===== src/video_pkg.sv =====
package video_pkg;

    // ====================
    // basic scalar types
    typedef logic [15:0] coord_t;   // pixel / line coordinate
    typedef logic [9:0]  cam_raw_t; // one RAW10 camera sample

    // ====================
    // sync and pixel structs
    typedef struct packed {
        logic vs; // vertical sync, active high
        logic hs; // horizontal sync, active high
        logic de; // active video
    } video_sync_t;

    typedef struct packed {
        logic [7:0] r;
        logic [7:0] g;
        logic [7:0] b;
    } rgb888_t;

    typedef struct packed {
        logic [4:0] r;
        logic [5:0] g;
        logic [4:0] b;
    } rgb565_t;

    typedef struct packed {
        video_sync_t sync;
        rgb565_t     rgb;
    } pix565_t; // 19 bits

    typedef struct packed {
        video_sync_t sync;
        rgb888_t     rgb;
    } pix888_t; // 27 bits

    typedef enum logic [1:0] {
        BARS  = 2'd0,
        GRID  = 2'd1,
        RAMP  = 2'd2,
        SOLID = 2'd3
    } pattern_mode_e;

    // ====================
    // constants
    localparam rgb888_t BLANK_RGB = '{r: 8'h00, g: 8'h00, b: 8'hff}; // blue outside de
    localparam rgb888_t SOLID_RGB = '{r: 8'h00, g: 8'hff, b: 8'h00}; // single color green

    localparam rgb888_t BAR_COLORS [8] = '{
        '{r: 8'hff, g: 8'hff, b: 8'hff}, // white
        '{r: 8'hff, g: 8'hff, b: 8'h00}, // yellow
        '{r: 8'h00, g: 8'hff, b: 8'hff}, // cyan
        '{r: 8'h00, g: 8'hff, b: 8'h00}, // green
        '{r: 8'hff, g: 8'h00, b: 8'hff}, // magenta
        '{r: 8'hff, g: 8'h00, b: 8'h00}, // red
        '{r: 8'h00, g: 8'h00, b: 8'hff}, // blue
        '{r: 8'h00, g: 8'h00, b: 8'h00}  // black
    };

    localparam int MODE_FRAMES_LOG2 = 6;    // 64 frames per mode
    localparam int FRAME_CNT_MAX    = 1023; // frame count saturates here

endpackage


===== src/key_toggle_fsm.sv =====
`timescale 1ns/1ps

module key_toggle_fsm #(
    parameter int DEBOUNCE_CYCLES = 540000
) (
    input  logic I_clk,
    input  logic sys_resetn,
    input  logic key,        // push key, active low
    output logic source_sel  // 1 = pattern, 0 = camera
);

    localparam int CNT_W = $clog2(DEBOUNCE_CYCLES + 1);

    typedef enum logic {
        RELEASED = 1'b0,
        HELD     = 1'b1
    } key_state_e;

    key_state_e       state;
    logic             key_in;   // sampled key, active high
    logic [CNT_W-1:0] hold_cnt; // sampled cycles held so far
    logic             hold_hit;

    // last sample of the hold window
    assign hold_hit = (hold_cnt == CNT_W'(DEBOUNCE_CYCLES - 1));

    always_ff @(posedge I_clk or negedge sys_resetn) begin
        if (!sys_resetn) begin
            key_in <= 1'b0;
        end else begin
            key_in <= ~key; // invert to active high
        end
    end

    always_ff @(posedge I_clk or negedge sys_resetn) begin
        if (!sys_resetn) begin
            state      <= RELEASED;
            hold_cnt   <= '0;
            source_sel <= 1'b0; // camera after reset
        end else begin
            case (state)
                RELEASED: begin
                    if (key_in) begin
                        state    <= HELD;
                        hold_cnt <= CNT_W'(1); // first held sample
                    end
                end
                HELD: begin
                    if (!key_in) begin
                        state    <= RELEASED; // any release restarts
                        hold_cnt <= '0;
                    end else if (hold_hit) begin
                        source_sel <= ~source_sel; // toggle, auto-repeat
                        hold_cnt   <= '0;
                    end else begin
                        hold_cnt <= hold_cnt + 1'b1;
                    end
                end
                default: state <= RELEASED;
            endcase
        end
    end

endmodule


===== src/video_timing.sv =====
`timescale 1ns/1ps

module video_timing #(
    parameter int H_TOTAL  = 1650,
    parameter int H_SYNC   = 40,
    parameter int H_BPORCH = 220,
    parameter int H_RES    = 640,
    parameter int V_TOTAL  = 750,
    parameter int V_SYNC   = 5,
    parameter int V_BPORCH = 20,
    parameter int V_RES    = 480
) (
    input  logic                  I_clk,
    input  logic                  sys_resetn,
    output video_pkg::video_sync_t tim_sync,
    output video_pkg::coord_t      tim_x,
    output video_pkg::coord_t      tim_y
);

    import video_pkg::*;

    // active window bounds, in counter units
    localparam coord_t H_START = coord_t'(H_SYNC + H_BPORCH);
    localparam coord_t H_END   = coord_t'(H_SYNC + H_BPORCH + H_RES);
    localparam coord_t V_START = coord_t'(V_SYNC + V_BPORCH);
    localparam coord_t V_END   = coord_t'(V_SYNC + V_BPORCH + V_RES);

    coord_t hcnt;
    coord_t vcnt;
    logic   h_last;
    logic   v_last;
    logic   h_act;
    logic   v_act;

    assign h_last = (hcnt == coord_t'(H_TOTAL - 1));
    assign v_last = (vcnt == coord_t'(V_TOTAL - 1));
    assign h_act  = (hcnt >= H_START) && (hcnt < H_END);
    assign v_act  = (vcnt >= V_START) && (vcnt < V_END);

    // ====================
    // raster counters
    always_ff @(posedge I_clk or negedge sys_resetn) begin
        if (!sys_resetn) begin
            hcnt <= '0;
            vcnt <= '0;
        end else begin
            if (h_last) begin
                hcnt <= '0;
                if (v_last) begin
                    vcnt <= '0; // frame wrap
                end else begin
                    vcnt <= vcnt + 1'b1; // next line
                end
            end else begin
                hcnt <= hcnt + 1'b1;
            end
        end
    end

    // ====================
    // registered sync and coordinates
    always_ff @(posedge I_clk or negedge sys_resetn) begin
        if (!sys_resetn) begin
            tim_sync <= '0;
            tim_x    <= '0;
            tim_y    <= '0;
        end else begin
            tim_sync.hs <= (hcnt < coord_t'(H_SYNC)); // positive polarity
            tim_sync.vs <= (vcnt < coord_t'(V_SYNC));
            tim_sync.de <= h_act && v_act;
            tim_x       <= hcnt - H_START; // offset in active line
            tim_y       <= vcnt - V_START; // only valid with de
        end
    end

endmodule


===== src/pattern_gen.sv =====
`timescale 1ns/1ps

module pattern_gen #(
    parameter int H_RES = 640
) (
    input  logic                   I_clk,
    input  logic                   sys_resetn,
    input  video_pkg::video_sync_t tim_sync,
    input  video_pkg::coord_t      tim_x,
    input  video_pkg::coord_t      tim_y,
    output video_pkg::pix888_t     pat_pix
);

    import video_pkg::*;

    localparam int FCNT_W = $clog2(FRAME_CNT_MAX + 1);
    localparam int BAR_W  = (H_RES >= 8) ? (H_RES / 8) : 1; // pixels per bar

    logic [FCNT_W-1:0] frame_cnt;
    logic              vs_d;
    logic              vs_fall;
    pattern_mode_e     mode;
    coord_t            bar_q;
    logic [2:0]        bar_idx;
    logic              grid_line;
    rgb888_t           pat_rgb;

    assign vs_fall = vs_d && !tim_sync.vs; // end of vertical sync

    // ====================
    // frame counter and mode
    always_ff @(posedge I_clk or negedge sys_resetn) begin
        if (!sys_resetn) begin
            vs_d      <= 1'b0;
            frame_cnt <= '0;
        end else begin
            vs_d <= tim_sync.vs;
            if (vs_fall && (frame_cnt != FCNT_W'(FRAME_CNT_MAX))) begin
                frame_cnt <= frame_cnt + 1'b1; // saturating
            end
        end
    end

    assign mode = pattern_mode_e'(frame_cnt[MODE_FRAMES_LOG2 +: 2]);

    // clamp keeps blanking coordinates inside the table
    assign bar_q     = tim_x / coord_t'(BAR_W);
    assign bar_idx   = (bar_q > coord_t'(7)) ? 3'd7 : bar_q[2:0];
    assign grid_line = (tim_x[2:0] == 3'd0) || (tim_y[2:0] == 3'd0);

    always_comb begin
        case (mode)
            BARS:    pat_rgb = BAR_COLORS[bar_idx];
            GRID:    pat_rgb = grid_line ? BAR_COLORS[0] : BAR_COLORS[7]; // white / black
            RAMP:    pat_rgb = '{r: tim_x[7:0], g: tim_x[7:0], b: tim_x[7:0]};
            default: pat_rgb = SOLID_RGB;
        endcase
    end

    // ====================
    // output register, sync carried along
    always_ff @(posedge I_clk or negedge sys_resetn) begin
        if (!sys_resetn) begin
            pat_pix <= '0;
        end else begin
            pat_pix.sync <= tim_sync;
            pat_pix.rgb  <= pat_rgb;
        end
    end

endmodule


===== src/camera_capture.sv =====
`timescale 1ns/1ps

module camera_capture (
    input  logic                I_clk,
    input  logic                sys_resetn,
    input  logic                cam_vsync,   // active low
    input  logic                cam_href,
    input  video_pkg::cam_raw_t cam_pixdata,
    output video_pkg::pix565_t  cam_pix
);

    // one register stage, gray expansion on the way in
    always_ff @(posedge I_clk or negedge sys_resetn) begin
        if (!sys_resetn) begin
            cam_pix <= '0;
        end else begin
            cam_pix.sync.vs <= ~cam_vsync;          // to active high
            cam_pix.sync.hs <= 1'b0;                // camera gives no hsync
            cam_pix.sync.de <= cam_href;            // line valid
            cam_pix.rgb.r   <= cam_pixdata[9:5];    // upper 5 bits
            cam_pix.rgb.g   <= cam_pixdata[9:4];    // upper 6 bits
            cam_pix.rgb.b   <= cam_pixdata[9:5];
        end
    end

endmodule


===== src/display_formatter.sv =====
`timescale 1ns/1ps

module display_formatter (
    input  logic               I_clk,
    input  logic               sys_resetn,
    input  logic               source_sel,  // 1 = pattern
    input  video_pkg::pix888_t pat_pix,
    input  video_pkg::pix565_t cam_pix,
    output video_pkg::pix888_t out_pix
);

    import video_pkg::*;

    rgb565_t pat565;   // pattern reduced to 565
    pix565_t s1_pix;   // stage 1 register
    rgb888_t wide_rgb; // stage 1 widened back to 888

    assign pat565 = '{r: pat_pix.rgb.r[7:3], g: pat_pix.rgb.g[7:2], b: pat_pix.rgb.b[7:3]};

    // zero padding in the low bits
    assign wide_rgb = '{r: {s1_pix.rgb.r, 3'b000},
                        g: {s1_pix.rgb.g, 2'b00},
                        b: {s1_pix.rgb.b, 3'b000}};

    // ====================
    // stage 1, source select
    always_ff @(posedge I_clk or negedge sys_resetn) begin
        if (!sys_resetn) begin
            s1_pix <= '0;
        end else if (source_sel) begin
            s1_pix <= '{sync: pat_pix.sync, rgb: pat565};
        end else begin
            s1_pix <= cam_pix;
        end
    end

    // ====================
    // stage 2, widen and blank
    always_ff @(posedge I_clk or negedge sys_resetn) begin
        if (!sys_resetn) begin
            out_pix <= '{sync: '0, rgb: BLANK_RGB};
        end else begin
            out_pix.sync <= s1_pix.sync; // sync follows data
            out_pix.rgb  <= s1_pix.sync.de ? wide_rgb : BLANK_RGB;
        end
    end

endmodule


===== src/video_top.sv =====
`timescale 1ns/1ps

module video_top #(
    parameter int H_TOTAL         = 1650,
    parameter int H_SYNC          = 40,
    parameter int H_BPORCH        = 220,
    parameter int H_RES           = 640,
    parameter int V_TOTAL         = 750,
    parameter int V_SYNC          = 5,
    parameter int V_BPORCH        = 20,
    parameter int V_RES           = 480,
    parameter int DEBOUNCE_CYCLES = 540000
) (
    input  logic                I_clk,
    input  logic                sys_resetn,
    input  logic                key,          // active low
    input  logic                cam_vsync,
    input  logic                cam_href,
    input  video_pkg::cam_raw_t cam_pixdata,
    output video_pkg::pix888_t  out_pix,
    output logic                led
);

    import video_pkg::*;

    video_sync_t tim_sync;
    coord_t      tim_x;
    coord_t      tim_y;
    pix888_t     pat_pix;
    pix565_t     cam_pix;
    logic        source_sel;

    assign led = source_sel; // lit while pattern selected

    // ====================
    key_toggle_fsm #(
        .DEBOUNCE_CYCLES (DEBOUNCE_CYCLES)
    ) key_toggle_fsm_i (
        .I_clk      (I_clk),
        .sys_resetn (sys_resetn),
        .key        (key),
        .source_sel (source_sel)
    );

    video_timing #(
        .H_TOTAL  (H_TOTAL),
        .H_SYNC   (H_SYNC),
        .H_BPORCH (H_BPORCH),
        .H_RES    (H_RES),
        .V_TOTAL  (V_TOTAL),
        .V_SYNC   (V_SYNC),
        .V_BPORCH (V_BPORCH),
        .V_RES    (V_RES)
    ) video_timing_i (
        .I_clk      (I_clk),
        .sys_resetn (sys_resetn),
        .tim_sync   (tim_sync),
        .tim_x      (tim_x),
        .tim_y      (tim_y)
    );

    pattern_gen #(
        .H_RES (H_RES)
    ) pattern_gen_i (
        .I_clk      (I_clk),
        .sys_resetn (sys_resetn),
        .tim_sync   (tim_sync),
        .tim_x      (tim_x),
        .tim_y      (tim_y),
        .pat_pix    (pat_pix)
    );

    camera_capture camera_capture_i (
        .I_clk       (I_clk),
        .sys_resetn  (sys_resetn),
        .cam_vsync   (cam_vsync),
        .cam_href    (cam_href),
        .cam_pixdata (cam_pixdata),
        .cam_pix     (cam_pix)
    );

    display_formatter display_formatter_i (
        .I_clk      (I_clk),
        .sys_resetn (sys_resetn),
        .source_sel (source_sel),
        .pat_pix    (pat_pix),
        .cam_pix    (cam_pix),
        .out_pix    (out_pix)
    );

endmodule


===== config.mk =====
export PLATFORM = sky130hd
export DESIGN_NAME = video_top
export DESIGN_NICKNAME = d
export VERILOG_FILES = /design/src/video_pkg.sv /design/src/key_toggle_fsm.sv /design/src/video_timing.sv /design/src/pattern_gen.sv /design/src/camera_capture.sv /design/src/display_formatter.sv /design/src/video_top.sv
export SDC_FILE = /design/constraint.sdc
export NUM_CORES = 1
export LEC_CHECK = 0
export BUFFER_PORTS_ARGS = -buffer_cell sky130_fd_sc_hd__buf_2
export CELL_PAD_IN_SITES_DETAIL_PLACEMENT = 1
export CELL_PAD_IN_SITES_GLOBAL_PLACEMENT = 1
export CORE_MARGIN = 5
export CORE_UTILIZATION = 52
export DETAILED_ROUTE_END_ITERATION = 8
export GPL_TIMING_DRIVEN = 0
export MAX_ROUTING_LAYER = met4
export PLACE_DENSITY = 0.94
export SLEW_MARGIN = 25
export SYNTH_ARGS = -nofsm -noshare
export SYNTH_HDL_FRONTEND = slang
export SYNTH_SLANG_ARGS = --single-unit
export TNS_END_PERCENT = 1

===== constraint.sdc =====
create_clock -name I_clk -period 6.3 [get_ports I_clk]
set_input_delay 0.63 -clock I_clk [delete_from_list [all_inputs] [get_ports I_clk]]
set_output_delay 0.63 -clock I_clk [all_outputs]
set_load 0.005 [all_outputs]

==> results.md <==
* Status: complete, no violations
* # fillers at approximately 1,500
* Clock insertion delay at the later pin of the skew report at around 430 ps
* Die area at about 17,000 sq um
* Boundary Pins at between 40 and 50
* Final slew viol count at 0
* First-pass DRT Iterations at 6
* DIE HEIGHT at between 100 and 150 microns
* Site Rows at 43
* Startpoint types: flip-flop
* Vias in the first global route at 6,456
* Port bufs at 33
* Grt ovf at 0
* Ys flop type: dfrtp_1
* Largest net degree at the start of global routing at 80
* Worst setup EP type: flip-flop
* Hold Vio Cnt, Final at 0
* Tcrit/Tclk final at 0.573
* Kind of critical path: flip-flop to flip-flop
* CTS tree: yes
* Syn. warnings at 0
* Hold_ws at ~180 ps
* TritonCTS buffer count at 17
* Total Routed Length at about 21,000 microns
* NumNets Final at 829
* Global Route Usage Sum at 0.274
* DRT antenna net count at 0
* Peak supply drop at 0.000205 V
* Final min period at roughly 3600 ps
* Post-placement cell count at just under 1,000
* DRT iter0 DRCs at about 430
* Final Instance Count excl. Fillers at 995
* Routed len/inst at roughly 21 microns
* Syn Std Cell Area at about 7400 sq um
* FF+latch count, synth at ~150
* CTS clock-pin slew for the worst setup and hold paths at 60 ps
* Sequential area share after synthesis at 0.518
* # Post-CTS Setup Buffers at 0
* Sum Neg Setup Slack at 0 ps
* Asr flop ratio synth at 1.00
* Global-route wire length before repair at approximately 35,000 microns
* Core Footprint at 13,900 sq um
* Number of flops mapped to enable cells by yosys at 0
* Clock Path Buffers at 2
* Total power draw at 2.07 mW
* Req. time, crit path at around 6600 ps
* Tightest Hold Check Type: primary input to asynchronous set/reset pin
* Vias at around 6,000
* Ratio of cells with drive above 1 in the final layout at 0.131
* Worst EP arrival at just under 4000 ps
* PD cells at roughly 250 nW/um^2
* Hold bufs inserted after CTS at 0
* Commonest non-fill, non-tap cell in the layout: dfrtp_1
* Total of max-cap violations at 0
* Rel. slew slack at 0.424
* RSZ-0062 raised after global routing: false
* HPWL Detailed at between 10,000 and 15,000 microns
* Area Overhead vs Synth at 13.5%
* DIE WIDTH at between 100 and 150 microns
* Final core utilization at 0.603
* Sink Count at 153
* Post-CTS Resized at 0
* Initial Util at 0.532
* Cell variety after synth at 86
* Final setup fails at 0
* CP Max Fanout at 10
* Fmax at around 280 MHz
* H-tree Lvls at 4
* Pleak at a little under 4 nW
* Root buf cell: clkbuf_16
* Syn avg cell area at between 9 and 10 sq um
* Routability cong. at 0.905
* # DRC at 0
* Worst-Margin Slew at 860 ps
* Post-Syn Instances at between 700 and 800
* Number of diodes at 0
* Initial antenna violation count at 0
* Via/cell ratio at 6.00
* Clock skew at slightly above 9 ps
* Most frequent cells in the layout: dfrtp_1 (147), nand2_1 (93), nor2_1 (73)
==> worst max-delay path, stage by stage, from the launching register on <==
cell and delay, ps:
dfrtp_1 430, buf_6 160, or2b_1 240, a2bb2oi_1 160, a221o_1 430, a311oi_1 400
a311oi_2 120, nor2_1 430, nor3_1 130, nor4_1 520, o311ai_2 250, o21ai_1 250
==> report_power, final <==
group | switching, mW | internal (mW) | leakage [nW]
registers | 0.0111 | 1.00 | 1.94
clock network | 0.398 | 0.593 | 0.276
logic | 0.0435 | 0.0218 | 1.64
total | 0.453 | 1.62 | 3.85
==> worst paths after layout <==
path,slack [ps],startpoint,depth (start not counted),endpoint
setup / recovery,2690,video_timing_i.tim_x[11]$_DFF_PN0_,11,pattern_gen_i.pat_pix[5]$_DFF_PN0_
hold / removal,180,sys_resetn,1,key_toggle_fsm_i.hold_cnt[10]$_DFFE_PN0P_
setup reg to reg,2690,video_timing_i.tim_x[11]$_DFF_PN0_,11,pattern_gen_i.pat_pix[5]$_DFF_PN0_
hold reg to reg,370,display_formatter_i.s1_pix[17]$_DFF_PN0_,0,display_formatter_i.out_pix[25]$_DFF_PN0_
max in group asynchronous,5270,sys_resetn,2,display_formatter_i.out_pix[3]$_DFF_PN1_
min in group I_clk,310,cam_pixdata[8],1,camera_capture_i.cam_pix[9]$_DFF_PN0_
==> per-stage QoR <==
step                setup slack [ps]  instance area (sq um)
global placement                2600                   7810
detailed placement              2780                   7850
floorplan                       3260                   7420
global route                    2460                   8410
CTS                             2770                   8410
finish                          2690                   8410
==> cell families (layout without fill, tap and decap cells) <==
kind of cell,count (synthesis),count (layout),synth area share
and+or+nand+nor,321,321,0.216
buffers and inverters,70,136,0.0473
AOI/OAI and AO/OA,124,124,0.120
other,1,5,0.000506
muxes,8,8,0.0117
DFF,153,153,0.518
adders and majority gates,13,13,0.0218
xor gates and xnor gates,55,55,0.0650
==> layout make-up <==
class	count	area, sq um	share of cell area
flip-flops and latches	153	3840	0.456
multi-input cells	526	3240	0.385
clock buffers	24	462	0.0549
plain buffers	46	260	0.0309
well taps	180	225	0.0268
repair buffers	34	203	0.0241
clock inverters	8	97.6	0.0116
inverters	24	90.1	0.0107
==> registers in the layout, summed over array words and instances, names as in the netlist <==
register / cells
display_formatter_i.out_pix: 20
key_toggle_fsm_i.hold_cnt: 20
display_formatter_i.s1_pix: 19
pattern_gen_i.pat_pix: 18
video_timing_i.hcnt: 16
video_timing_i.tim_x: 16
video_timing_i.vcnt: 16
pattern_gen_i.frame_cnt: 10
camera_capture_i.cam_pix: 8
video_timing_i.tim_sync: 3
video_timing_i.tim_y: 3
key_toggle_fsm_i.key_in: 1
key_toggle_fsm_i.source_sel: 1
key_toggle_fsm_i.state: 1
pattern_gen_i.vs_d: 1
==> Yosys cell counts, drive strengths merged, types with 17 or more instances <==
cell type    n  area (sq um)
xnor2       25           219
nor3        18          90.1
clkbuf      28           105
nand2       93           349
dfrtp      147          3680
nand3       25           125
inv         23          86.3
nor2        75           287
xor2        30           263
and2        17           106
o21ai       53           265
and3        21           136
buf         18           155
==> layer usage <==
layer | wire (microns) | share of wire | track usage
met4 | 794 | 0.037 | 0.124
met3 | 867 | 0.041 | 0.0523
met5 | 0 | 0 | -
met1 | 8280 | 0.39 | 0.303
met2 | 11200 | 0.53 | 0.480
Note: power is estimated with default switching activity, not from simulation.
